===== config.mk =====
export PLATFORM = sky130hd
export DESIGN_NAME = sw_pe_array
export DESIGN_NICKNAME = d
export VERILOG_FILES = /design/src/sw_score_pkg.sv /design/src/sw_pe.sv /design/src/sw_pe_array.sv
export VERILOG_INCLUDE_DIRS = /design/src
export SDC_FILE = /design/constraint.sdc
export NUM_CORES = 2
export LEC_CHECK = 0
export ABC_AREA = 1
export BUFFER_PORTS_ARGS = -buffer_cell sky130_fd_sc_hd__buf_2
export CORE_MARGIN = 2
export CORE_UTILIZATION = 42
export CTS_CLUSTER_DIAMETER = 150
export DETAILED_ROUTE_END_ITERATION = 16
export GPL_TIMING_DRIVEN = 0
export PLACE_DENSITY_LB_ADDON = 0.1
export SLEW_MARGIN = 20
export SYNTH_ARGS = -nofsm -noshare
export SYNTH_HDL_FRONTEND = slang
export SYNTH_SLANG_ARGS = --single-unit

===== constraint.sdc =====
create_clock -name i_clk -period 6.65 [get_ports i_clk]
set_clock_uncertainty 0.2 [all_clocks]
set_input_delay 0.3325 -clock i_clk [delete_from_list [all_inputs] [get_ports i_clk]]
set_output_delay 0.3325 -clock i_clk [all_outputs]
set_load 0.02 [all_outputs]

===== src/sw_config.svh =====
`ifndef SW_CONFIG_SVH
`define SW_CONFIG_SVH

// array geometry
// one PE per query base, so this is also the query length
`define SW_N_PE 16

// signed score word, wide enough for N_PE matches plus the X-drop margin
`define SW_SCORE_W 14

// reference position counter width
`define SW_POS_W 10

// substitution scores
`define SW_MATCH 2
// subtracted on a mismatch
`define SW_MISMATCH 1

// affine gap costs
// first gap position costs GAP_OPEN, each further one GAP_EXT
`define SW_GAP_OPEN 12
`define SW_GAP_EXT 1

// early stop once the wavefront max falls this far below the best
`define SW_XDROP 40

`endif


===== src/sw_score_pkg.sv =====
`include "sw_config.svh"

package sw_score_pkg;

    // nucleotide code, A=0 C=1 G=2 T=3
    typedef logic [1:0] base_t;

    // cell score, two's complement
    typedef logic signed [`SW_SCORE_W-1:0] score_t;

    // what PE k hands to PE k+1 for one reference column
    typedef struct packed {
        base_t  base;
        score_t h;
        score_t f;
        logic   valid;
    } pe_link_t;

    // position of a PE inside the array, i.e. the query index
    typedef logic [$clog2(`SW_N_PE)-1:0] qidx_t;

endpackage


===== src/sw_pe.sv =====
`timescale 1ns/1ps
`include "sw_config.svh"

module sw_pe
    import sw_score_pkg::*;
(
    input  logic     i_clk,
    input  logic     i_rst,
    input  logic     i_clear,
    input  base_t    i_query_base,
    input  pe_link_t i_link,
    output pe_link_t o_link,
    output score_t   o_h,
    output logic     o_valid
);

    localparam score_t MATCH    = score_t'(`SW_MATCH);
    localparam score_t MISS     = -score_t'(`SW_MISMATCH);
    localparam score_t GAP_OPEN = score_t'(`SW_GAP_OPEN);
    localparam score_t GAP_EXT  = score_t'(`SW_GAP_EXT);

    // cell state, H and E of the previous column and the diagonal H
    score_t h_q;
    score_t e_q;
    score_t f_q;
    score_t diag_q;
    base_t  base_q;
    logic   valid_q;

    score_t sub;
    score_t e_new;
    score_t f_new;
    score_t h_new;

    function automatic score_t smax(input score_t a, input score_t b);
        return (a > b) ? a : b;
    endfunction

    // Gotoh recurrence, E runs along the reference, F along the query
    always_comb begin
        sub   = (i_link.base == i_query_base) ? MATCH : MISS;
        e_new = smax(h_q - GAP_OPEN, e_q - GAP_EXT);
        f_new = smax(i_link.h - GAP_OPEN, i_link.f - GAP_EXT);
        // local alignment, never below zero
        h_new = smax(smax(diag_q + sub, score_t'(0)), smax(e_new, f_new));
    end

    always_ff @(posedge i_clk or posedge i_rst) begin
        if (i_rst) begin
            valid_q <= 1'b0;
        end else if (i_clear) begin
            valid_q <= 1'b0;
        end else begin
            valid_q <= i_link.valid;
        end
    end

    // scores only move on a real column, bubbles leave them alone
    always_ff @(posedge i_clk) begin
        if (i_clear) begin
            h_q    <= '0;
            e_q    <= '0;
            f_q    <= '0;
            diag_q <= '0;
        end else if (i_link.valid) begin
            h_q    <= h_new;
            e_q    <= e_new;
            f_q    <= f_new;
            diag_q <= i_link.h;
            base_q <= i_link.base;
        end
    end

    always_comb begin
        o_link.base  = base_q;
        o_link.h     = h_q;
        o_link.f     = f_q;
        o_link.valid = valid_q;
    end

    assign o_h     = h_q;
    assign o_valid = valid_q;

endmodule


===== src/sw_pe_array.sv =====
`timescale 1ns/1ps
`include "sw_config.svh"

module sw_pe_array
    import sw_score_pkg::*;
#(
    parameter int N_PE = `SW_N_PE
) (
    input  logic                i_clk,
    input  logic                i_rst,
    input  logic                i_clear,
    input  logic                i_load,
    input  base_t  [N_PE-1:0]   i_query,
    input  logic                i_shift,
    input  base_t               i_ref_base,
    output score_t [N_PE-1:0]   o_h_vec,
    output logic   [N_PE-1:0]   o_valid_vec
);

    // query bases, one per PE, held for the whole alignment
    base_t [N_PE-1:0] query_q;

    // link[k] feeds PE k, link[N_PE] falls off the end of the array
    pe_link_t [N_PE:0] link;

    score_t [N_PE-1:0] h_raw;

    always_ff @(posedge i_clk) begin
        if (i_load) begin
            query_q <= i_query;
        end
    end

    // head of the chain
    // the virtual row above the query has H and F of zero
    always_comb begin
        link[0].base  = i_ref_base;
        link[0].h     = '0;
        link[0].f     = '0;
        link[0].valid = i_shift;
    end

    for (genvar k = 0; k < N_PE; k++) begin : g_pe
        sw_pe u_pe (
            .i_clk        (i_clk),
            .i_rst        (i_rst),
            .i_clear      (i_clear),
            .i_query_base (query_q[k]),
            .i_link       (link[k]),
            .o_link       (link[k+1]),
            .o_h          (h_raw[k]),
            .o_valid      (o_valid_vec[k])
        );

        // idle PEs count as zero in the wavefront max
        assign o_h_vec[k] = o_valid_vec[k] ? h_raw[k] : '0;
    end

endmodule


==> run_results.csv <==
group,metric,value,unit
clock_network,clk_path_buf_depth,3,
run_status,violations,"negative setup slack",
floorplanning,dieWidth,467,microns
drt,wirelength,351000,microns
drt,ant_nets,0,
layout,layout.nets,16820,
logic_synthesis,synthMuxAreaShare,0,%
setup_path,cp-end-kind,"flip-flop",
clock_network,path_clk_slew,0.07,ns
timing,hold_violations,0,
timing,period_share,101,%
floorplanning,core,214000,sq um
layout,area_growth,31.2,%
clock_network,cts_sinks,933,
run_status,status,"complete, but fails checks",
clock_network,cts_tree,"yes",
setup_path,crit_path_start_kind,"flip-flop",
logic_synthesis,ys.flop_type,"dfxtp_1",
timing,period_needed,6.75,ns
global_routing,antenna_found_initial,13,
setup_path,crit_required,7.20,ns
clock_network,root_buffer,"clkbuf_16",
timing,setup_ws,-0.0960,ns
logic_synthesis,postSynthRegisterBits,933,
drt,drc,0,
timing,tns,-1.20,ns
logic_synthesis,ys_async_sr_fraction,1.71,%
global_routing,grt.overflow.total,0,
placement,gp_congestion,0.950,
clock_network,cts_buffers,116,
logic_synthesis,ys_top_cells_by_count,"nand2_1 (3877), inv_1 (2256), a21oi_1 (1243), nor2_1 (1201), nand3_1 (931)",
floorplanning,rows,170,
logic_synthesis,yosysWarnings,0,
timing,rsz0062_at_grt,"yes",
global_routing,grt_pass1_vias,87943,
setup_path,critPathMostFrequentCell,"nand2_1",
timing,tightest_slew,1.21,ns
logic_synthesis,yosys.area_share.adder,12.4,%
timing,slew_headroom,19.4,%
timing,final-setup-viol-count,21,
timing,drv_slew,0,
setup_path,crit_fanout,6,
logic_synthesis,synth_compound_area_share,14.6,%
logic_synthesis,synth_top_family_by_area,"simple AND/OR/NAND/NOR gates",
clock_network,htreeDepth,3,
global_routing,grt_usage,29.8,%
logic_synthesis,synth.distinct_cells,75,
floorplanning,dieArea,218000,sq um
global_routing,grt_max_degree,21,
setup_path,crit_arrival,7.29,ns
logic_synthesis,synthCells,14602,
logic_synthesis,yosys.area_share.simple,34.0,%
setup_path,worstSetupPathType,"reg2reg",
logic_synthesis,synthTopCellsByArea,"dfxtp_1 (19%), nand2_1 (16%), ha_1 (12%), inv_1 (9.4%), a21oi_1 (6.9%)",
drt,wl_per_cell,18.7,microns
setup_path,cp_slowest_cell,"dfxtp_4",
placement,hpwlAfterDp,269000,microns
layout,final_layout_size_suffix_gt1_share,24.0,%
logic_synthesis,synth_area_leader_cell,"dfxtp_1",
drt,drt_iter0_drc,7646,
hold_path,min_path_type,"in2reg",
floorplanning,top_level_ports,279,
drt,dr.pass1.iters,8,
logic_synthesis,synthXorXnorAreaFrac,5.41,%
logic_synthesis,synth_area,90100,sq um
clock_network,clk_latency,0.80,ns
drt,detail_route.vias_per_cell,5.26,
drt,vias,99168,
floorplanning,initial_utilization,42.1,%
setup_path,cpPeakStageDelay,0.36,ns
timing,fmax,0.148,GHz
flow_run,maxCapViolations,0,
placement,port_buffers,277,
floorplanning,die_y,467,microns
global_routing,grt_first_pass_wirelength,511000,microns
logic_synthesis,yosys.cell_count.top_type,"nand2_1",
logic_synthesis,seq_area_frac_synth,21.5,%
logic_synthesis,avgSynthCellArea,6.17,sq um
logic_synthesis,yosysTopAreaCellShare,19.0,%
logic_synthesis,synth_edf_count,62,
-- worst max-delay path: cells and delay by family (launching register included) --
kind	cells	cell delay (ns)
compound gates	7	1.00
xor+xnor	1	0.10
fa+ha+maj	3	0.84
buf+inv	8	1.09
flops	1	0.36
simple gates	24	3.06
-- registers in the layout, summed over array words and instances (netlist names) --
register / cells
g_pe.u_pe.o_valid: 16
g_pe.u_pe.o_h: 224
g_pe.u_pe.e_q: 224
g_pe.u_pe.base_q: 30
g_pe.u_pe.f_q: 197
g_pe.u_pe.diag_q: 210
query_q: 32
-- cell type report --
class,instances,area (sq um)
fillers,21309,95800
multi-input cells,10906,69900
flip-flops and latches,933,19700
repair buffers,1169,9020
inverters,2326,8970
well taps,2838,3550
clock buffers,150,3200
plain buffers,436,2830
clock inverters,70,983
repair inverters,3,27.5
diodes,6,15.0
-- kinds of logic after synthesis --
| group | after synthesis |
|---|---|
| XOR/XNOR | 556 |
| AO/OA/AOI/OAI | 2416 |
| AND/OR/NAND/NOR | 7027 |
| adder cells (fa/ha/maj) | 890 |
| other | 1 |
| buffers and inverters | 2779 |
| flip-flops | 933 |
-- layout by cell type, fill, tap and decap left out, types with 147 or more instances in the layout --
cell and instances:
a21oi_1 1057, nand4_1 315, o21ai_0 515, buf_2 294
nor2_2 187, ha_1 736, nand2_1 3462, a21oi_2 175
buf_4 770, nand3_1 748, dfxtp_1 687, nor2_1 938
xnor2_1 147, nor2_4 185, nand2_2 415, inv_2 165
nand3_2 172, inv_1 2109, xor2_1 327, clkbuf_1 276
-- final timing paths --
path,start,to,slack [ns],depth (start not counted)
min in group asynchronous,i_rst,g_pe[8].u_pe.o_valid,0.44,4
max,g_pe[15].u_pe.o_h[2],g_pe[15].u_pe.o_h[8],-0.1,43
min reg2reg,g_pe[3].u_pe.base_q[0],g_pe[4].u_pe.base_q[0],0.26,0
min,i_query[18],query_q[18],0.05,2
max in group asynchronous,i_rst,g_pe[14].u_pe.o_valid,5.25,5
max reg2reg,g_pe[15].u_pe.o_h[2],g_pe[15].u_pe.o_h[8],-0.1,43
-- metal layers --
layer  vias up  GRT usage (%)  part of all wire (%)
met4         4           10.3                   4.2
li1      49669              -                     -
met1     45764           40.6                    44
met2      3043           48.6                    45
met3       688           3.42                   6.0
met5         -              0                0.0085
-- repair_timing --
action                                  in CTS  in global routing
pin swaps                                  315                965
resized for setup                         1169               1945
gates cloned                                16                 39
hold buffers                                54                  0
setup buffers                              307                478
endpoints found under the setup margin     210                210
hold endpoints to repair                    77                  0
-- through the flow --
step / cells / setup WS (ns) / area [sq um] / hold WS (ns) / utilization [%]
CTS: 18328 / -0.0252 / 107000 / 0.0000127 / 49.8
floorplan: 14616 / 0.0346 / 90200 / 0.0462 / -
detailed placement: 17740 / -2.02 / 95300 / 0.131 / 44.6
finish: 18837 / -0.0960 / 118000 / 0.0495 / 55.2
global route: 18834 / -0.505 / 118000 / 0.0189 / 55.2
global placement: 17731 / -2.00 / 95100 / 0.254 / 44.4
Power is left out: the tool's default activity adds up to more than one toggle a clock period on the data nets, which glitch-free logic cannot reach.
