$ cat src/sw_config.svh
`ifndef SW_CONFIG_SVH
`define SW_CONFIG_SVH

// array geometry
// one PE per query base, so this is also the query length
`define SW_N_PE 16

// signed score word, wide enough for N_PE matches plus the X-drop margin
`define SW_SCORE_W 14

// reference position counter width
`define SW_POS_W 10

// substitution scores
`define SW_MATCH 2
// subtracted on a mismatch
`define SW_MISMATCH 1

// affine gap costs
// first gap position costs GAP_OPEN, each further one GAP_EXT
`define SW_GAP_OPEN 12
`define SW_GAP_EXT 1

// early stop once the wavefront max falls this far below the best
`define SW_XDROP 40

`endif

$ cat src/sw_score_pkg.sv
`include "sw_config.svh"

package sw_score_pkg;

    // nucleotide code, A=0 C=1 G=2 T=3
    typedef logic [1:0] base_t;

    // cell score, two's complement
    typedef logic signed [`SW_SCORE_W-1:0] score_t;

    // what PE k hands to PE k+1 for one reference column
    typedef struct packed {
        base_t  base;
        score_t h;
        score_t f;
        logic   valid;
    } pe_link_t;

    // position of a PE inside the array, i.e. the query index
    typedef logic [$clog2(`SW_N_PE)-1:0] qidx_t;

endpackage

$ cat src/sw_ctrl_pkg.sv
`include "sw_config.svh"

package sw_ctrl_pkg;

    import sw_score_pkg::*;

    // aligner sequencing
    typedef enum logic [1:0] {
        IDLE,
        STREAM,
        DRAIN,
        DONE
    } align_state_t;

    // best local alignment end point
    typedef struct packed {
        score_t                score;
        logic [`SW_POS_W-1:0]  ref_pos;
        qidx_t                 qry_pos;
    } align_result_t;

endpackage

$ cat src/sw_align_ctrl.sv
`timescale 1ns/1ps
`include "sw_config.svh"

module sw_align_ctrl
    import sw_score_pkg::*;
    import sw_ctrl_pkg::*;
(
    input  logic          i_clk,
    input  logic          i_rst,
    input  logic          i_start,
    input  logic          i_ref_valid,
    input  logic          i_ref_last,
    output logic          o_ref_ready,
    output logic          o_shift,
    output logic          o_clear,
    output logic          o_load,
    input  logic          i_any_valid,
    input  score_t        i_wave_max,
    input  qidx_t         i_wave_idx,
    output logic          o_done,
    output align_result_t o_result
);

    localparam score_t XDROP = score_t'(`SW_XDROP);
    localparam logic [`SW_POS_W-1:0] MIN_BASES = `SW_POS_W'(`SW_N_PE);
    localparam qidx_t LAST_PE = qidx_t'(`SW_N_PE - 1);

    align_state_t         state;
    logic [`SW_POS_W-1:0] base_cnt;
    qidx_t                drain_cnt;
    // set once X-drop fired, the array is being flushed
    logic                 flush;
    logic                 done_q;
    align_result_t        result_q;

    // column number of the cell each PE currently shows
    logic [`SW_POS_W-1:0] col_pipe [0:`SW_N_PE-1];

    logic start_acc;
    logic xfer;
    logic scoring;
    logic xdrop_hit;
    logic better;

    assign start_acc = i_start && (state == IDLE || state == DONE);
    assign xfer      = i_ref_valid && o_ref_ready;
    assign scoring   = (state == STREAM) || (state == DRAIN && !flush);

    // wavefront fell too far below the running best
    assign xdrop_hit = scoring && i_any_valid && (base_cnt >= MIN_BASES) &&
                       (score_t'(i_wave_max + XDROP) < result_q.score);

    // strictly greater, so the first occurrence is kept
    assign better = scoring && i_any_valid && (i_wave_max > result_q.score);

    always_ff @(posedge i_clk or posedge i_rst) begin
        if (i_rst) begin
            state     <= IDLE;
            base_cnt  <= '0;
            drain_cnt <= '0;
            flush     <= 1'b0;
            done_q    <= 1'b0;
            result_q  <= '0;
        end else begin
            done_q <= 1'b0;

            if (better) begin
                result_q.score   <= i_wave_max;
                result_q.ref_pos <= col_pipe[i_wave_idx];
                result_q.qry_pos <= i_wave_idx;
            end

            case (state)
                IDLE, DONE: begin
                    if (start_acc) begin
                        state     <= STREAM;
                        base_cnt  <= '0;
                        drain_cnt <= '0;
                        flush     <= 1'b0;
                        result_q  <= '0;
                    end
                end
                STREAM: begin
                    if (xfer) begin
                        base_cnt <= base_cnt + 1'b1;
                    end
                    if (xdrop_hit) begin
                        state <= DRAIN;
                        flush <= 1'b1;
                    end else if (xfer && i_ref_last) begin
                        state     <= DRAIN;
                        drain_cnt <= '0;
                    end
                end
                DRAIN: begin
                    if (flush) begin
                        state  <= DONE;
                        done_q <= 1'b1;
                    end else if (xdrop_hit) begin
                        flush <= 1'b1;
                    end else if (drain_cnt == LAST_PE) begin
                        // last column has left the final PE
                        state  <= DONE;
                        done_q <= 1'b1;
                    end else begin
                        drain_cnt <= drain_cnt + 1'b1;
                    end
                end
                default: begin
                    state <= IDLE;
                end
            endcase
        end
    end

    // follows the array one PE per cycle, bubbles included
    always_ff @(posedge i_clk) begin
        col_pipe[0] <= base_cnt;
        for (int k = 1; k < `SW_N_PE; k++) begin
            col_pipe[k] <= col_pipe[k-1];
        end
    end

    assign o_ref_ready = (state == STREAM);
    assign o_shift     = xfer;
    assign o_load      = start_acc;
    // start wipes the old alignment, a flush drops work in flight
    assign o_clear     = start_acc || (state == DRAIN && flush);
    assign o_done      = done_q;
    assign o_result    = result_q;

endmodule

$ cat config.mk
export PLATFORM = sky130hd
export DESIGN_NAME = sw_align_ctrl
export DESIGN_NICKNAME = d
export VERILOG_FILES = /design/src/sw_score_pkg.sv /design/src/sw_ctrl_pkg.sv /design/src/sw_align_ctrl.sv
export VERILOG_INCLUDE_DIRS = /design/src
export SDC_FILE = /design/constraint.sdc
export NUM_CORES = 1
export LEC_CHECK = 0
export ABC_AREA = 1
export BUFFER_PORTS_ARGS = -buffer_cell sky130_fd_sc_hd__buf_2
export CAP_MARGIN = 20
export CORE_UTILIZATION = 60
export DETAILED_ROUTE_END_ITERATION = 10
export MAX_ROUTING_LAYER = met4
export PLACE_DENSITY = 0.86
export SLEW_MARGIN = 25
export SYNTH_ARGS = -nofsm -noshare
export SYNTH_HDL_FRONTEND = slang
export SYNTH_SLANG_ARGS = --single-unit
$ cat constraint.sdc
create_clock -name i_clk -period 5.55 [get_ports i_clk]
set_input_delay 0.8325 -clock i_clk [delete_from_list [all_inputs] [get_ports i_clk]]
set_output_delay 0.8325 -clock i_clk [all_outputs]
set_load 0.01 [all_outputs]
==> metrics.cfg, run 1 <==
[clock_network]
cts_setup_buffers=0
clk_pin_slew_ps=60
ctsResizeCount=0
cts_buffer_depth=3
clk_latency_ps=480
ctsHoldBuffers=0
cts_max_level=1
numCtsBuffers=19
tritoncts=built
cts_sinks=206
cts_root_buf=clkbuf_16

[sta]
min_period_over_period_pct=56.63
tns_ps=0
slew_headroom_pct=44.81
slew_violations=0
fmax_ghz=0.3182
worst_slack_ps=2407
rsz0062_at_grt=false
worst_slew_pin_slew_ps=826.8
setup_viol=0
post-route-min-period_ps=3143
fin_skew_ps=15.21
final_hold_viol_count=0

[critical_path]
end_kind=flip-flop
cp.arrival_ps=3510
critPathRequiredTime_ps=5920
rrSetupSlack_ps=3010
slowest_delay_ps=350
cp_common_cell=nand2_1
criticalPathCategory=in -> reg
r2r-start=state[0]$_DFFE_PP0P_
path_cells=buf_2 > ha_1 > o21ai_0 > nor3_1 > nand3_1 > xnor2_1 > ha_1 > nand2_1 > nor2_1 > nand2_1 > nor2_1 > nand2_1 > nand2_1 > nand2_1 > nand3_2 > nand2_1 > nand2_1 > nand3_1 > nand2_1 > nand2_1
r2r-end=o_result[2]$_DFF_PP0_
worstSetupStartpointType=primary input
critical_path.top_delay_family=simple AND/OR/NAND/NOR gates
critPathMaxFanout=5
slowest_stage=nor3_1
cp_num_buf_inv=1
reg2regPathDepth=9

[layout]
design_area_sq_um=8582
nets=937
final_cells=1062
area_growth_pct=12.33
drive_gt1_share_pct=12.08
n_antenna_cell=0

[synthesis]
yosys_most_used_dff=dfxtp_1
async_flop_share_pct=22.33
yosysTopAreaCell=dfxtp_1
synth_top_area_share_pct=41.93
synth_common_cells=dfxtp_1, nor2_1, o21ai_0, nand2_1, inv_1
synth_most_common_cell=dfxtp_1
synth_area_per_cell_sq_um=9.106
synth_cell_types=36
synth_warnings=0
synth_area_leaders=dfxtp_1, dfrtp_1, o21ai_0
syn-num-nets=895
synth_edf_count=0
synth_seq_area_share_pct=56.99
ys_seq_elements=206
netlist_area_sq_um=7640
synthCells=839

[route]
wl_per_cell_microns=15.02
drcViolationCount=0
vias=5838
antenna_left=0
wl_microns=15950
vias_per_cell=5.497
first_pass_iters=6
drt_iter0_markers=527

[min_path]
min_path_cells=0
whs_endpoint=col_pipe[6][0]$_DFF_P_
hp-class=reg -> reg
hold_start=col_pipe[5][0]$_DFF_P_

[grt]
grtUsageMet3_pct=3.585
grt_overflow_total=0
met2_usage_pct=41.85
use_met1_pct=31.98
grt_usage_pct=25.54
grt_max_degree=82
top_usage_layer=met2
antenna_found_initial=0
first_global_vias=5529
grt_pass1_wl_microns=26070

[placement]
dp_slack_ps=2013
dp_cells=1028
postPlaceCellArea_sq_um=7971
io_buffers=56
dp_hpwl_microns=9752
place_congestion=0.8649

[power]
total_power_mw=4.192
vdd_drop_max_mv=0.3346
leakage_nw=3.923
power_density_nw_per_um2=488.5

[floorplan]
rows=40
die_area_sq_um=13190
initial_core_util_pct=62.56
dieHeight_microns=114.8
io_pins=57
core-area_sq_um=12210
dieWidth_microns=114.8

[status]
status=finished, final reports clean

[run]
cap_viol_max_count=0

[where the power goes]
part | internal (mW) | total [mW] | switching [mW]
clock network | 0.718 | 1.25 | 0.529
logic | 0.377 | 1.07 | 0.693
registers | 1.74 | 1.88 | 0.132
total | 2.84 | 4.19 | 1.35
[cell usage in the layout, fill, tap and decap left out, types with 3 or more instances in the layout]
cell type / instances
buf_2: 56
a21oi_1: 18
nand2_1: 90
o221ai_1: 28
o22ai_1: 13
nor2_1: 130
nand3_2: 3
xor2_1: 4
clkbuf_1: 6
clkbuf_8: 4
nand3_1: 28
nor3b_1: 3
dfxtp_1: 160
xnor2_1: 5
o21ai_0: 103
inv_2: 4
inv_1: 71
dfrtp_1: 46
buf_4: 4
clkinv_2: 5
nand2_2: 3
nand4_1: 7
nor3_1: 4
clkbuf_16: 20
ha_1: 32
o21ai_1: 30
[per-layer routing]
metal / routed length (microns) / part of all wire [%] / up-vias
met1: 6955 / 44 / 2736
li1: - / - / 2883
met3: 782 / 4.9 / 46
met5: 0 / 0 / -
met4: 610 / 3.8 / 0
met2: 7602 / 48 / 173
[cells by family (layout without fill, tap and decap cells)]
family / Yosys count / after routing / share of synthesized area, %
AOI/OAI and AO/OA: 197 / 197 / 14.76
xor gates and xnor gates: 9 / 9 / 1.032
adders and majority gates: 32 / 32 / 5.241
buffers and inverters: 118 / 173 / 6.436
DFF: 206 / 206 / 56.99
and+or+nand+nor: 277 / 277 / 15.54
[layout make-up]
class                           count  area [sq um]
Inverter                           79         299.0
Clock buffer                       30         578.1
Multi-Input combinational cell    515          2806
Sequential cell                   206          4354
Timing Repair Buffer               60         310.3
Tap cell                          168         210.2
Fill cell                         900          3630
Clock inverter                      4         23.77
[worst max path at each step]
stage,start,endpoint,slack (ps),depth (start not counted)
2_1_floorplan,i_wave_max[3],state[0]$_DFFE_PP0P_,2620,18
3_3_place_gp,i_wave_max[3],state[1]$_DFFE_PP0P_,2140,19
3_5_place_dp,i_wave_max[3],state[0]$_DFFE_PP0P_,2010,19
4_1_cts,i_wave_max[3],state[0]$_DFFE_PP0P_,2460,19
5_1_grt,i_wave_max[3],state[0]$_DFFE_PP0P_,2210,19
6_report,i_wave_max[3],state[0]$_DFFE_PP0P_,2410,20
[state kept, by name, summed over array words and instances, names as in the netlist]
| register | count |
|---|---|
| col_pipe | 160 |
| o_result | 28 |
| base_cnt | 10 |
| drain_cnt | 4 |
| state | 2 |
| flush | 1 |
| o_done | 1 |
[metrics by stage]
step,hold WS (ps),util [%]
finish,333.7,70.28
global route,343.6,70.28
CTS,331.2,70.20
detailed placement,331.3,65.28
global placement,326.0,65.28
floorplan,325.9,-
Power figures use the tool's default switching activity.
==> inputs of run 2 (changes only) <==
Settings changed: ABC_AREA 1 to 0, CORE_UTILIZATION 60 to 54, PLACE_DENSITY 0.86 to 0.82.
Clock period 5.55 ns to 2.85 ns, I/O delays scaled along.
==> metrics.cfg, run 2 <==
[status]
status=finished, final reports clean

[sta]
setup_viol=0
tns_ps=0
post-route-min-period_ps=2677
hold_slack_ps=93.04
final_hold_viol_count=0
worst_slack_ps=173.4
fin_skew_ps=9.453
fmax_ghz=0.3736
worst_slew_pin_slew_ps=858.4
min_period_over_period_pct=93.92
slew_headroom_pct=42.71
slew_violations=0

[layout]
area_growth_pct=16.81
regMostFlops=col_pipe
final_cell_mix=dfxtp_1, buf_2, mux4_2, dfrtp_1, nand2_1
final_cells=843
drive_gt1_share_pct=26.55
n_antenna_cell=0
nets=707
largest_register_ffs=160
final_common_cell=dfxtp_1

[floorplan]
io_pins=57
dieWidth_microns=121.8
core-area_sq_um=13930
rows=43
dieHeight_microns=121.8
die_area_sq_um=14840
initial_core_util_pct=55.64

[synthesis]
synth_top_area_share_pct=41.31
synth_edf_count=0
async_flop_share_pct=22.33
synthCells=590
synth_area_leaders=dfxtp_1, dfrtp_1, mux4_2
ys_seq_elements=206
synth_most_common_cell=dfxtp_1
yosys_most_used_dff=dfxtp_1
synth_cell_types=58
synth_common_cells=dfxtp_1, mux4_2, dfrtp_1, nand2_1, ha_1
synth_warnings=0
synth_seq_area_share_pct=56.16
yosysTopAreaCell=dfxtp_1
netlist_area_sq_um=7754
synth_area_per_cell_sq_um=13.14
syn-num-nets=646

[route]
wl_per_cell_microns=19.32
met3_length_microns=843
vias=5142
routed.top_layer=met4
wl_microns=16290
wl_met1_microns=7337
drt_iter0_markers=494
drcViolationCount=0
vias_per_cell=6.100
antenna_left=0
first_pass_iters=6
wl_met2_microns=7888

[grt]
antenna_found_initial=0
grt_pass1_wl_microns=27110
grt_usage_pct=23.81
grt_overflow_total=0
grt_max_degree=57
first_global_vias=5268

[critical_path]
reg2regPathDepth=9
cp.arrival_ps=3050
r2r-end=o_result[24]$_DFF_PP0_
criticalPathCategory=in -> reg
critPathMaxFanout=7
critPathRequiredTime_ps=3220
rrSetupSlack_ps=180
end_kind=flip-flop
worstSetupStartpointType=primary input
r2r-start=o_result[27]$_DFF_PP0_

[placement]
dp_cells=805
io_buffers=56
place_congestion=0.8653
dp_slack_ps=-353.8
dp_hpwl_microns=10400

[clock_network]
cts_sinks=206
cts_buffer_depth=3
cts_root_buf=clkbuf_16
ctsHoldBuffers=0
numCtsBuffers=20
cts_max_level=1
tritoncts=built
clk_pin_slew_ps=60
clk_latency_ps=480

[run]
cap_viol_max_count=0

[power]
leakage_nw=3.768
power_density_nw_per_um2=882.2
total_power_mw=7.990
vdd_drop_max_mv=0.6817

[min_path]
hp-class=in -> async

==> run 2: stage by stage <==
step | utilization (%) | instance area [sq um]
final | 65.00 | 9057
after global placement | 59.71 | 8320
after CTS | 64.49 | 8986
after floorplan | - | 7760
after detailed placement | 59.71 | 8320
after global routing | 65.00 | 9057
==> run 2: kinds of logic (layout without fill, tap and decap cells) <==
family / after synthesis / in the layout / share of synthesized area [%]
buffers and inverters: 64 / 135 / 3.356
multiplexers: 53 / 53 / 14.93
XOR/XNOR: 16 / 16 / 1.807
flip-flops: 206 / 206 / 56.16
AO/OA/AOI/OAI: 110 / 112 / 11.49
AND/OR/NAND/NOR: 109 / 109 / 7.100
adder cells (fa/ha/maj): 32 / 32 / 5.164
==> run 2: area by class of cell <==
cell class / count / area (sq um)
Clock buffer: 28 / 571.8
Clock inverter: 6 / 70.07
Fill cell: 964 / 4877
Inverter: 25 / 95.09
Multi-Input combinational cell: 322 / 3236
Sequential cell: 206 / 4354
Tap cell: 180 / 225.2
Timing Repair Buffer: 76 / 505.5
==> run 2: worst max-delay path: stages <==
cell	delay [ps]
buf_2	120
ha_1	260
o21ai_0	210
xnor2_1	170
ha_1	300
a21o_1	190
a221oi_1	330
buf_4	170
o22ai_1	80
a311oi_4	440
nor3_1	120
o22a_2	220
==> run 2: worst max path at each step <==
stage	slack [ps]	to	start
floorplan	60	o_done$_DFF_PP0_	i_wave_max[3]
global placement	-270	flush$_DFFE_PP0P_	i_wave_max[3]
detailed placement	-350	drain_cnt[3]$_DFFE_PP0P_	i_wave_max[3]
CTS	130	drain_cnt[3]$_DFFE_PP0P_	i_wave_max[3]
global route	-10	drain_cnt[1]$_DFFE_PP0P_	i_wave_max[3]
finish	170	drain_cnt[3]$_DFFE_PP0P_	i_wave_max[3]
==> run 2: timing repair <==
item | 4_1_cts | 5_1_grt
cloned | 1 | 1
setup buffers | 0 | 2
pin swaps | 1 | 2
endpoints found under the setup margin | 7 | 19
resized for setup | 2 | 9
==> run 2: report_power, final <==
part | total [mW] | switching (mW) | leakage [nW] | internal [mW]
clock network | 2.56 | 1.06 | 0.316 | 1.50
registers | 3.54 | 0.246 | 1.92 | 3.29
logic | 1.89 | 1.13 | 1.53 | 0.762
total | 7.99 | 2.44 | 3.77 | 5.55
==> run 2: layer usage <==
metal  vias up  global-route usage (%)
met4         0                   6.404
met5         -                       -
li1       2370                       -
met3        17                   3.418
met2       169                   37.68
met1      2586                   32.20
