--- config.mk ---
export PLATFORM = sky130hd
export DESIGN_NAME = sw_max_tree
export DESIGN_NICKNAME = d
export VERILOG_FILES = /design/src/sw_score_pkg.sv /design/src/sw_max_tree.sv
export VERILOG_INCLUDE_DIRS = /design/src
export SDC_FILE = /design/constraint.sdc
export NUM_CORES = 1
export LEC_CHECK = 0
export BUFFER_PORTS_ARGS = -buffer_cell sky130_fd_sc_hd__buf_2
export CORE_MARGIN = 4
export CORE_UTILIZATION = 56
export DETAILED_ROUTE_END_ITERATION = 7
export GPL_TIMING_DRIVEN = 0
export PLACE_DENSITY = 0.92
export SETUP_SLACK_MARGIN = 0.5
export SLEW_MARGIN = 0
export SYNTH_ARGS = -nofsm -noshare
export SYNTH_HDL_FRONTEND = slang
export SYNTH_SLANG_ARGS = --single-unit
export TNS_END_PERCENT = 50
--- constraint.sdc ---
create_clock -name vclk -period 9.6
set_input_delay 0 -clock vclk [all_inputs]
set_output_delay 0 -clock vclk [all_outputs]
set_load 0.02 [all_outputs]
--- src/sw_config.svh ---
`ifndef SW_CONFIG_SVH
`define SW_CONFIG_SVH

// array geometry
// one PE per query base, so this is also the query length
`define SW_N_PE 16

// signed score word, wide enough for N_PE matches plus the X-drop margin
`define SW_SCORE_W 14

// reference position counter width
`define SW_POS_W 10

// substitution scores
`define SW_MATCH 2
// subtracted on a mismatch
`define SW_MISMATCH 1

// affine gap costs
// first gap position costs GAP_OPEN, each further one GAP_EXT
`define SW_GAP_OPEN 12
`define SW_GAP_EXT 1

// early stop once the wavefront max falls this far below the best
`define SW_XDROP 40

`endif

--- src/sw_score_pkg.sv ---
`include "sw_config.svh"

package sw_score_pkg;

    // nucleotide code, A=0 C=1 G=2 T=3
    typedef logic [1:0] base_t;

    // cell score, two's complement
    typedef logic signed [`SW_SCORE_W-1:0] score_t;

    // what PE k hands to PE k+1 for one reference column
    typedef struct packed {
        base_t  base;
        score_t h;
        score_t f;
        logic   valid;
    } pe_link_t;

    // position of a PE inside the array, i.e. the query index
    typedef logic [$clog2(`SW_N_PE)-1:0] qidx_t;

endpackage

--- src/sw_max_tree.sv ---
`timescale 1ns/1ps
`include "sw_config.svh"

module sw_max_tree
    import sw_score_pkg::*;
#(
    parameter int N_PE = `SW_N_PE
) (
    input  score_t [N_PE-1:0] i_h_vec,
    output score_t            o_max,
    output qidx_t             o_idx
);

    localparam int LVL = (N_PE > 1) ? $clog2(N_PE) : 1;
    // leaves padded up to a power of two
    localparam int NP  = 1 << LVL;

    score_t val [0:LVL][0:NP-1];
    qidx_t  idx [0:LVL][0:NP-1];

    always_comb begin
        for (int n = 0; n < NP; n++) begin
            if (n < N_PE) begin
                val[0][n] = i_h_vec[n];
            end else begin
                val[0][n] = '0;
            end
            idx[0][n] = qidx_t'(n);
        end

        // left child always holds the lower indices, so it keeps ties
        for (int l = 0; l < LVL; l++) begin
            for (int n = 0; n < NP / 2; n++) begin
                if (n < (NP >> (l + 1))) begin
                    if (val[l][2*n+1] > val[l][2*n]) begin
                        val[l+1][n] = val[l][2*n+1];
                        idx[l+1][n] = idx[l][2*n+1];
                    end else begin
                        val[l+1][n] = val[l][2*n];
                        idx[l+1][n] = idx[l][2*n];
                    end
                end else begin
                    val[l+1][n] = '0;
                    idx[l+1][n] = '0;
                end
            end
            // upper half of each level is never used
            for (int n = NP / 2; n < NP; n++) begin
                val[l+1][n] = '0;
                idx[l+1][n] = '0;
            end
        end
    end

    assign o_max = val[LVL][0];
    assign o_idx = idx[LVL][0];

endmodule

==> flow_metrics.py, run 1 <==
metrics = {
    "floorplan": {
        "start_util": 0.579,
        "rows": 44,
        "die_area_um2": 17300,
        "coreArea_um2": 14800,
        "die_h_um": 131,
        "fp.dieW_um": 131,
        "ios": 242,
    },
    "final_layout": {
        "diodes": 0,
        "final_common_cell": "buf_2",
        "final-instance-count-excl-fill": 1643,
        "seq_area_um2": 0,
        "final_nets": 1871,
        "seq_cell_count": 0,
        "area_delta_synth_final_pct": 22.3,
        "drive_gt1_frac": 0.248,
        "clkbuf_count": 0,
        "final_cell_mix": "buf_2 (242), inv_1 (199), ha_1 (185)",
    },
    "pwr": {
        "finalPower_mw": 3.02,
        "p_seq_frac": 0,
        "switching_power_mw": 1.76,
        "power_switching_share": 0.585,
        "combPwrFrac": 1.000,
        "internal_power_mw": 1.25,
        "ir_worst_vdd_mv": 0.293,
        "p_per_area_nw_per_um2": 289,
        "pwr-share-clk": 0,
        "p_leak_nw": 5.84,
    },
    "detailed_routing": {
        "vias_per_cell": 6.12,
        "drc": 0,
        "post_drt_wl_per_cell_um": 16.9,
        "num_vias": 10100,
        "antenna_left": 0,
        "drt-total-wl_um": 27800,
        "drt_pass1_iterations": 5,
        "first_iter_violations": 637,
    },
    "global_routing": {
        "grt_util_all_layers": 0.283,
        "grt_pass1_vias": 9734,
        "overflow": 0,
        "grt_max_degree": 11,
        "antenna_found_initial": 0,
        "grt_pass1_wl_um": 42700,
    },
    "min_path": {
        "hp-start": "i_h_vec[101]",
        "whs_path_depth": 6,
        "hold_path.class": "in -> out",
        "hold_path_end": "o_max[3]",
    },
    "synth": {
        "yosys.cell_types.count": 80,
        "syn_nets": 1608,
        "netlist_area_um2": 8540,
        "synth.area.top_cells": "ha_1 (27%), mux2i_1 (14%), inv_1 (8.8%)",
        "yosysWarnings": 0,
        "yosysTopAreaCellShare": 0.272,
        "synth_cells": 1198,
        "ys_seq_area_frac": 0,
        "yosys.area.top_type": "ha_1",
        "avgSynthCellArea_um2": 7.13,
    },
    "place": {
        "dp.cells": 1624,
        "gp_congestion": 0.948,
        "dpl.hpwl_um": 23300,
        "placement.io_buffers": 242,
    },
    "timing": {
        "tightest_slew_ns": 0.783,
        "finalHoldViolations": 0,
        "slew_violations": 0,
        "fin_crit_ns": 8.99,
        "post-route-period-util": 0.937,
        "rsz0062_at_grt": "false",
        "slew_headroom": 0.472,
        "fmax_mhz": 111,
        "finalSetupViolations": 0,
    },
    "setup_path": {
        "worst_ep_arrival_time_ns": 8.99,
        "cp-start-kind": "input pin",
        "cp_slowest_stage_delay_ns": 0.47,
        "crit_fanout": 10,
        "slowest_stage": "o41a_1",
        "crit_type": "in -> out",
        "crit_required_ns": 9.60,
        "end_kind": "primary output",
    },
    "flow_run": {
        "maxCapViolations": 0,
    },
    "clocking": {
        "cts_hold_buffers": 0,
    },
    "outcome": {
        "outcome": "complete, no violations",
    },
}
-- stage by stage --
step | TNS (ns) | hold slack, ns | worst slack, ns | util | instance area [µm²]
finish | 0 | 0.834 | 0.608 | 0.708 | 10400
global route | 0 | 0.901 | 0.326 | 0.708 | 10400
CTS | 0 | 0.823 | 0.508 | 0.682 | 10100
detailed placement | -8.75 | 0.822 | -0.812 | 0.677 | 9980
global placement | -5.36 | 0.810 | -0.572 | 0.677 | 9980
floorplan | 0 | 0.508 | 0.592 | - | 8540
-- per-layer routing --
layer / vias up / track usage / wire [µm]
met5: - / 0 / 0
met4: 0 / 0.117 / 1330
met3: 111 / 0.0310 / 2090
met2: 506 / 0.535 / 13600
met1: 4556 / 0.320 / 10800
li1: 4887 / - / -
-- kinds of logic after synthesis --
logic type / synth area share
AO/OA/AOI/OAI: 0.243
XOR/XNOR: 0.0154
adder cells (fa/ha/maj): 0.282
buffers and inverters: 0.106
multiplexers: 0.177
AND/OR/NAND/NOR: 0.177
-- critical path: cells and delay by family --
kind / cells / cell delay, ns
simple gates: 11 / 1.79
compound gates: 13 / 3.17
buf+inv: 11 / 1.78
fa+ha+maj: 4 / 1.20
mux: 4 / 1.04
-- cells in the mapped netlist (all sizes together), types with 3 or more instances --
cell type	number
inv	200
ha	186
mux2i	128
a21oi	113
nand2	91
nor2	80
o21ai	53
nand4	32
nand3	31
a21o	24
clkbuf	20
mux2	17
nand2b	13
a211oi	11
buf	11
o21a	11
xnor2	10
and2	9
nor3	9
o31ai	9
a21boi	8
a221oi	8
maj3	8
o31a	8
a31oi	7
and4	7
and3	6
nor2b	6
o211ai	6
o221ai	6
o41ai	6
a211o	5
or3	5
xor2	5
nor4b	4
o311ai	4
a2111oi	3
a22oi	3
a311oi	3
a32oi	3
a41oi	3
nor4	3
o41a	3
-- power groups by stage --
stage / clock [mW] / combinational (mW) / sequential [mW]
final: 0 / 3.02 / 0
after global routing: 0 / 3.22 / 0
after CTS: 0 / 2.73 / 0
after detailed placement: 0 / 2.69 / 0
after global placement: 0 / 2.60 / 0
after floorplan: 0 / 1.93 / 0
-- worst max-delay path by stage --
stage	startpoint	endpoint	slack, ns	cells past startpoint
finish	i_h_vec[125]	o_max[7]	0.61	43
global route	i_h_vec[125]	o_max[7]	0.33	43
CTS	i_h_vec[205]	o_max[6]	0.51	43
detailed placement	i_h_vec[41]	o_max[6]	-0.81	43
global placement	i_h_vec[41]	o_max[6]	-0.57	43
floorplan	i_h_vec[153]	o_max[10]	0.59	44
-- timing repair --
action | 4_1_cts | 5_1_grt
resized for setup | 22 | 67
setup endpoints to repair | 18 | 18
pin swaps | 1 | 6
setup buffers | 1 | 18
-- final cells by class --
cell class                      instances  area (µm²)
Multi-Input combinational cell        967        7880
Inverter                              200         754
Tap cell                              184         230
Buffer                                 31         209
Fill cell                            1187        4310
Timing Repair Buffer                  261        1370
(Power assumes the default switching activity.)
==> run 2, diff against run 1 <==
TNS_END_PERCENT = unset   (was 50)
clock period = 9.1 ns   (was 9.6 ns; I/O delays follow)
==> run 2 against run 1 <==
Utilization is 4.2 points higher. Critical path type unchanged. Largest cell class unchanged. Combinational power is 22% higher. Die area stayed put. Design area is 6.0% higher. Largest power group unchanged.
==> flow_metrics.py, run 2 (same netlist as run 1, synthesis figures left out) <==
metrics = {
    "outcome": {
        "outcome": "complete, no violations",
    },
    "place": {
        "gp_congestion": 0.945,
        "dpl.hpwl_um": 23100,
        "placement.io_buffers": 242,
        "place_area_um2": 9990,
        "dp.cells": 1624,
    },
    "floorplan": {
        "ios": 242,
        "fp.dieW_um": 131,
        "die_area_um2": 17300,
        "rows": 44,
        "start_util": 0.579,
        "die_h_um": 131,
        "coreArea_um2": 14800,
    },
    "setup_path": {
        "worst_ep_arrival_time_ns": 8.75,
        "crit_fanout": 8,
        "crit_top_cell": "buf_6",
        "end_kind": "primary output",
        "setup.worst_path.start": "i_h_vec[39]",
        "crit_required_ns": 9.10,
        "cp-start-kind": "input pin",
        "crit_type": "in -> out",
        "slowest_stage": "nor4_1",
        "cp_slowest_stage_delay_ns": 0.66,
    },
    "timing": {
        "slew_violations": 0,
        "rsz0062_at_grt": "false",
        "slew_headroom": 0.409,
        "finalSetupViolations": 0,
        "fmax_mhz": 114,
        "finalHoldViolations": 0,
        "setup-tns-final_ns": 0,
        "whs_ns": 0.826,
        "fin_crit_ns": 8.75,
        "post-route-period-util": 0.961,
        "tightest_slew_ns": 0.876,
    },
    "final_layout": {
        "drive_gt1_frac": 0.286,
        "seq_cell_count": 0,
        "final_nets": 1900,
        "clkbuf_count": 0,
        "final_cell_mix": "buf_2 (239), inv_1 (199), ha_1 (180)",
        "final-instance-count-excl-fill": 1672,
        "multiInputGateArea_um2": 8200,
        "final_cell_area_um2": 11100,
        "seq_area_um2": 0,
        "final_common_cell": "buf_2",
        "diodes": 0,
        "fill_cells": 1050,
        "area_delta_synth_final_pct": 29.5,
    },
    "min_path": {
        "hold_path_end": "o_max[3]",
        "hold_path.class": "in -> out",
        "hp-start": "i_h_vec[101]",
        "whs_path_depth": 6,
    },
    "detailed_routing": {
        "drc": 0,
        "drt_pass1_iterations": 6,
        "antenna_left": 0,
        "first_iter_violations": 793,
        "num_vias": 10600,
        "vias_per_cell": 6.33,
        "drt-total-wl_um": 30700,
        "post_drt_wl_per_cell_um": 18.4,
    },
    "global_routing": {
        "grt_pass1_wl_um": 43400,
        "overflow": 0,
        "grt_pass1_vias": 9791,
        "grt_max_degree": 11,
        "antenna_found_initial": 0,
        "grt_util_all_layers": 0.286,
    },
    "pwr": {
        "pwr-share-clk": 0,
        "ir_worst_vdd_mv": 0.340,
        "p_leak_nw": 6.01,
        "switching_power_mw": 2.04,
        "p_seq_frac": 0,
        "combPwrFrac": 1.000,
        "internal_power_mw": 1.62,
        "p_per_area_nw_per_um2": 331,
        "power_switching_share": 0.558,
    },
    "flow_run": {
        "maxCapViolations": 0,
    },
    "clocking": {
        "cts_hold_buffers": 0,
    },
}
run 2: cell count changes in the layout (fill, tap and decap cells not counted), moves of 3 or more:
cell	previous run	this run
mux2i_1	107	92
buf_6	2	8
a21oi_2	5	8
ha_1	185	180
mux2i_4	5	19
buf_4	24	51
buf_2	242	239
ha_4	1	6
run 2: metrics by stage:
| stage | power [mW] | setup slack, ns | util |
|---|---|---|---|
| after detailed placement | 2.83 | -1.05 | 0.677 |
| after global routing | 3.86 | 0.0449 | 0.750 |
| after floorplan | 2.04 | 0.506 | - |
| final | 3.67 | 0.353 | 0.750 |
| after global placement | 2.74 | -0.699 | 0.677 |
| after CTS | 2.99 | 0.501 | 0.695 |
run 2: worst max-delay path by stage:
stage           endpoint  slack (ns)  cells after the start
5_1_grt         o_max[9]        0.04                     42
2_1_floorplan  o_max[10]        0.51                     44
3_3_place_gp    o_max[6]       -0.70                     40
4_1_cts         o_max[6]        0.50                     45
6_report        o_max[2]        0.35                     45
3_5_place_dp    o_max[6]       -1.05                     40
run 2: area by class of cell:
class | count | area share
multi-input combinational | 967 | 0.741
timing repair buffer | 290 | 0.147
inverter | 200 | 0.0682
buffer | 31 | 0.0234
tap | 184 | 0.0208
run 2: worst max-delay path: cells and delay by family:
family / cells / cell delay (ns)
AOI/OAI and AO/OA: 16 / 2.68
buffers and inverters: 12 / 1.89
and+or+nand+nor: 7 / 1.52
adders and majority gates: 5 / 1.45
muxes: 5 / 1.20
run 2: metal layers:
layer | track usage | up-vias | wire length (µm)
met1 | 0.330 | 4798 | 11300
li1 | - | 4939 | -
met5 | 0 | - | 0
met2 | 0.516 | 646 | 14500
met4 | 0.151 | 0 | 2390
met3 | 0.0356 | 202 | 2480
run 2: repair_timing:
| item | CTS | global route |
|---|---|---|
| setup endpoints to repair | 18 | 18 |
| cloned | 0 | 2 |
| resized for setup | 49 | 107 |
| pin swaps | 5 | 21 |
| buffers inserted | 10 | 36 |
run 2: power groups by stage:
stage | combinational (mW) | sequential [mW] | clock (mW)
after CTS | 2.99 | 0 | 0
after global placement | 2.74 | 0 | 0
final | 3.67 | 0 | 0
after detailed placement | 2.83 | 0 | 0
after global routing | 3.86 | 0 | 0
after floorplan | 2.04 | 0 | 0
==> run 3, diff against run 2 <==
CORE_ASPECT_RATIO = 0.9   (was unset)
==> run 3 against run 2 <==
The flow now finishes with violations (DRC). Via count down 0.54%. Global-route usage down 0.31 points. Total power down 4.2%. First-iteration DRC count up 17%. Critical endpoint is now o_max[7]. Largest power group unchanged. Highest routed layer unchanged.
==> flow_metrics.py, run 3 (same netlist as run 1, synthesis figures left out) <==
metrics = {
    "pwr": {
        "ir_worst_vdd_mv": 0.438,
        "p_leak_nw": 5.99,
        "finalPower_mw": 3.51,
        "p_per_area_nw_per_um2": 319,
    },
    "setup_path": {
        "cp-start-kind": "input pin",
        "worst_ep_arrival_time_ns": 8.63,
        "cp_top_family": "compound AO/OA/AOI/OAI gates",
        "cp_slowest_stage_delay_ns": 0.40,
        "critPathBufInv": 12,
        "crit_required_ns": 9.10,
        "crit_type": "in -> out",
        "slowest_stage": "a221oi_4",
        "end_kind": "primary output",
        "crit_top_cell": "inv_1",
        "crit_fanout": 10,
    },
    "floorplan": {
        "rows": 42,
        "start_util": 0.576,
        "die_h_um": 125,
        "die_area_um2": 17300,
        "ios": 242,
        "fp.dieW_um": 138,
        "coreArea_um2": 14800,
    },
    "final_layout": {
        "final_nets": 1902,
        "area_delta_synth_final_pct": 28.8,
        "clkbuf_count": 0,
        "final_common_cell": "buf_2",
        "finish.utilization": 0.742,
        "seq_cell_count": 0,
        "drive_gt1_frac": 0.286,
        "seq_area_um2": 0,
        "fill_cells": 1077,
        "diodes": 0,
        "multiInputGateArea_um2": 8150,
        "final_cell_mix": "buf_2 (240), inv_1 (198), ha_1 (183)",
    },
    "timing": {
        "whs_ns": 0.830,
        "slew_violations": 0,
        "worst_slack_ns": 0.469,
        "setup-tns-final_ns": 0,
        "fin_crit_ns": 8.63,
        "finalHoldViolations": 0,
        "rsz0062_at_grt": "false",
        "fmax_mhz": 116,
        "slew_headroom": 0.460,
        "tightest_slew_ns": 0.800,
        "finalSetupViolations": 0,
        "post-route-period-util": 0.948,
    },
    "global_routing": {
        "grt_pass1_vias": 9508,
        "grt_util_all_layers": 0.283,
        "antenna_found_initial": 0,
        "grt_pass1_wl_um": 42600,
        "overflow": 0,
        "grt_max_degree": 11,
    },
    "flow_run": {
        "maxCapViolations": 0,
    },
    "detailed_routing": {
        "first_iter_violations": 930,
        "drt-total-wl_um": 30500,
        "drc": 1,
        "drt_pass1_iterations": 8,
        "post_drt_wl_per_cell_um": 18.1,
        "num_vias": 10500,
        "antenna_left": 0,
        "vias_per_cell": 6.24,
    },
    "min_path": {
        "hp-start": "i_h_vec[118]",
        "hold_path.class": "in -> out",
        "whs_path_depth": 6,
        "hold_path_end": "o_max[6]",
    },
    "place": {
        "dpl.hpwl_um": 23400,
        "dp_slack_ns": -0.964,
        "placement.io_buffers": 242,
        "gp_congestion": 0.984,
    },
    "outcome": {
        "outcome": "finished, violations left",
        "failed_checks": "DRC",
    },
    "clocking": {
        "cts_hold_buffers": 0,
    },
}
-- run 3: cell count changes in the layout (fill, tap and decap cells not counted), moves of 3 or more --
cell	before	now
a21oi_2	8	5
buf_4	51	58
buf_6	8	2
buf_8	3	0
clkbuf_4	2	5
ha_1	180	183
ha_4	6	2
-- run 3: worst max path at each step --
stage	startpoint	depth (start not counted)	end
floorplan	i_h_vec[153]	44	o_max[10]
global placement	i_h_vec[11]	40	o_max[7]
detailed placement	i_h_vec[144]	45	o_max[4]
CTS	i_h_vec[153]	45	o_max[4]
global route	i_h_vec[41]	45	o_max[7]
finish	i_h_vec[147]	45	o_max[7]
-- run 3: layout make-up --
class | count | area share
Timing Repair Buffer | 292 | 0.145
Inverter | 200 | 0.0686
Buffer | 31 | 0.0229
Multi-Input combinational cell | 967 | 0.741
Tap cell | 198 | 0.0225
-- run 3: timing repair --
action / in CTS / in global routing
cloned: 0 / 1
hold endpoints to repair: 0 / 0
setup endpoints to repair: 18 / 18
setup buffers: 11 / 38
resized for setup: 43 / 106
pin swaps: 6 / 17
-- run 3: layer usage --
metal | GRT usage | routed length [µm] | up-vias
met5 | 0 | 0 | -
met4 | 0.123 | 2180 | 0
met3 | 0.0237 | 2240 | 193
met2 | 0.526 | 14400 | 621
met1 | 0.332 | 11600 | 4765
li1 | - | - | 4949
-- run 3: per-stage QoR --
stage	instances	cell area (µm²)
3_5_place_dp	1638	10000
3_3_place_gp	1638	10000
2_1_floorplan	1198	8540
6_report	1688	11000
5_1_grt	1688	11000
4_1_cts	1649	10200
-- run 3: worst min-delay path: cells and delay by family --
family / cells / cell delay (ns)
buffers and inverters: 2 / 0.29
multiplexers: 3 / 0.34
AO/OA/AOI/OAI: 1 / 0.19
-- run 3: where the power goes --
part | switching (mW) | internal (mW) | total (mW)
clock network | 0 | 0 | 0
registers | 0 | 0 | 0
logic | 1.98 | 1.53 | 3.51
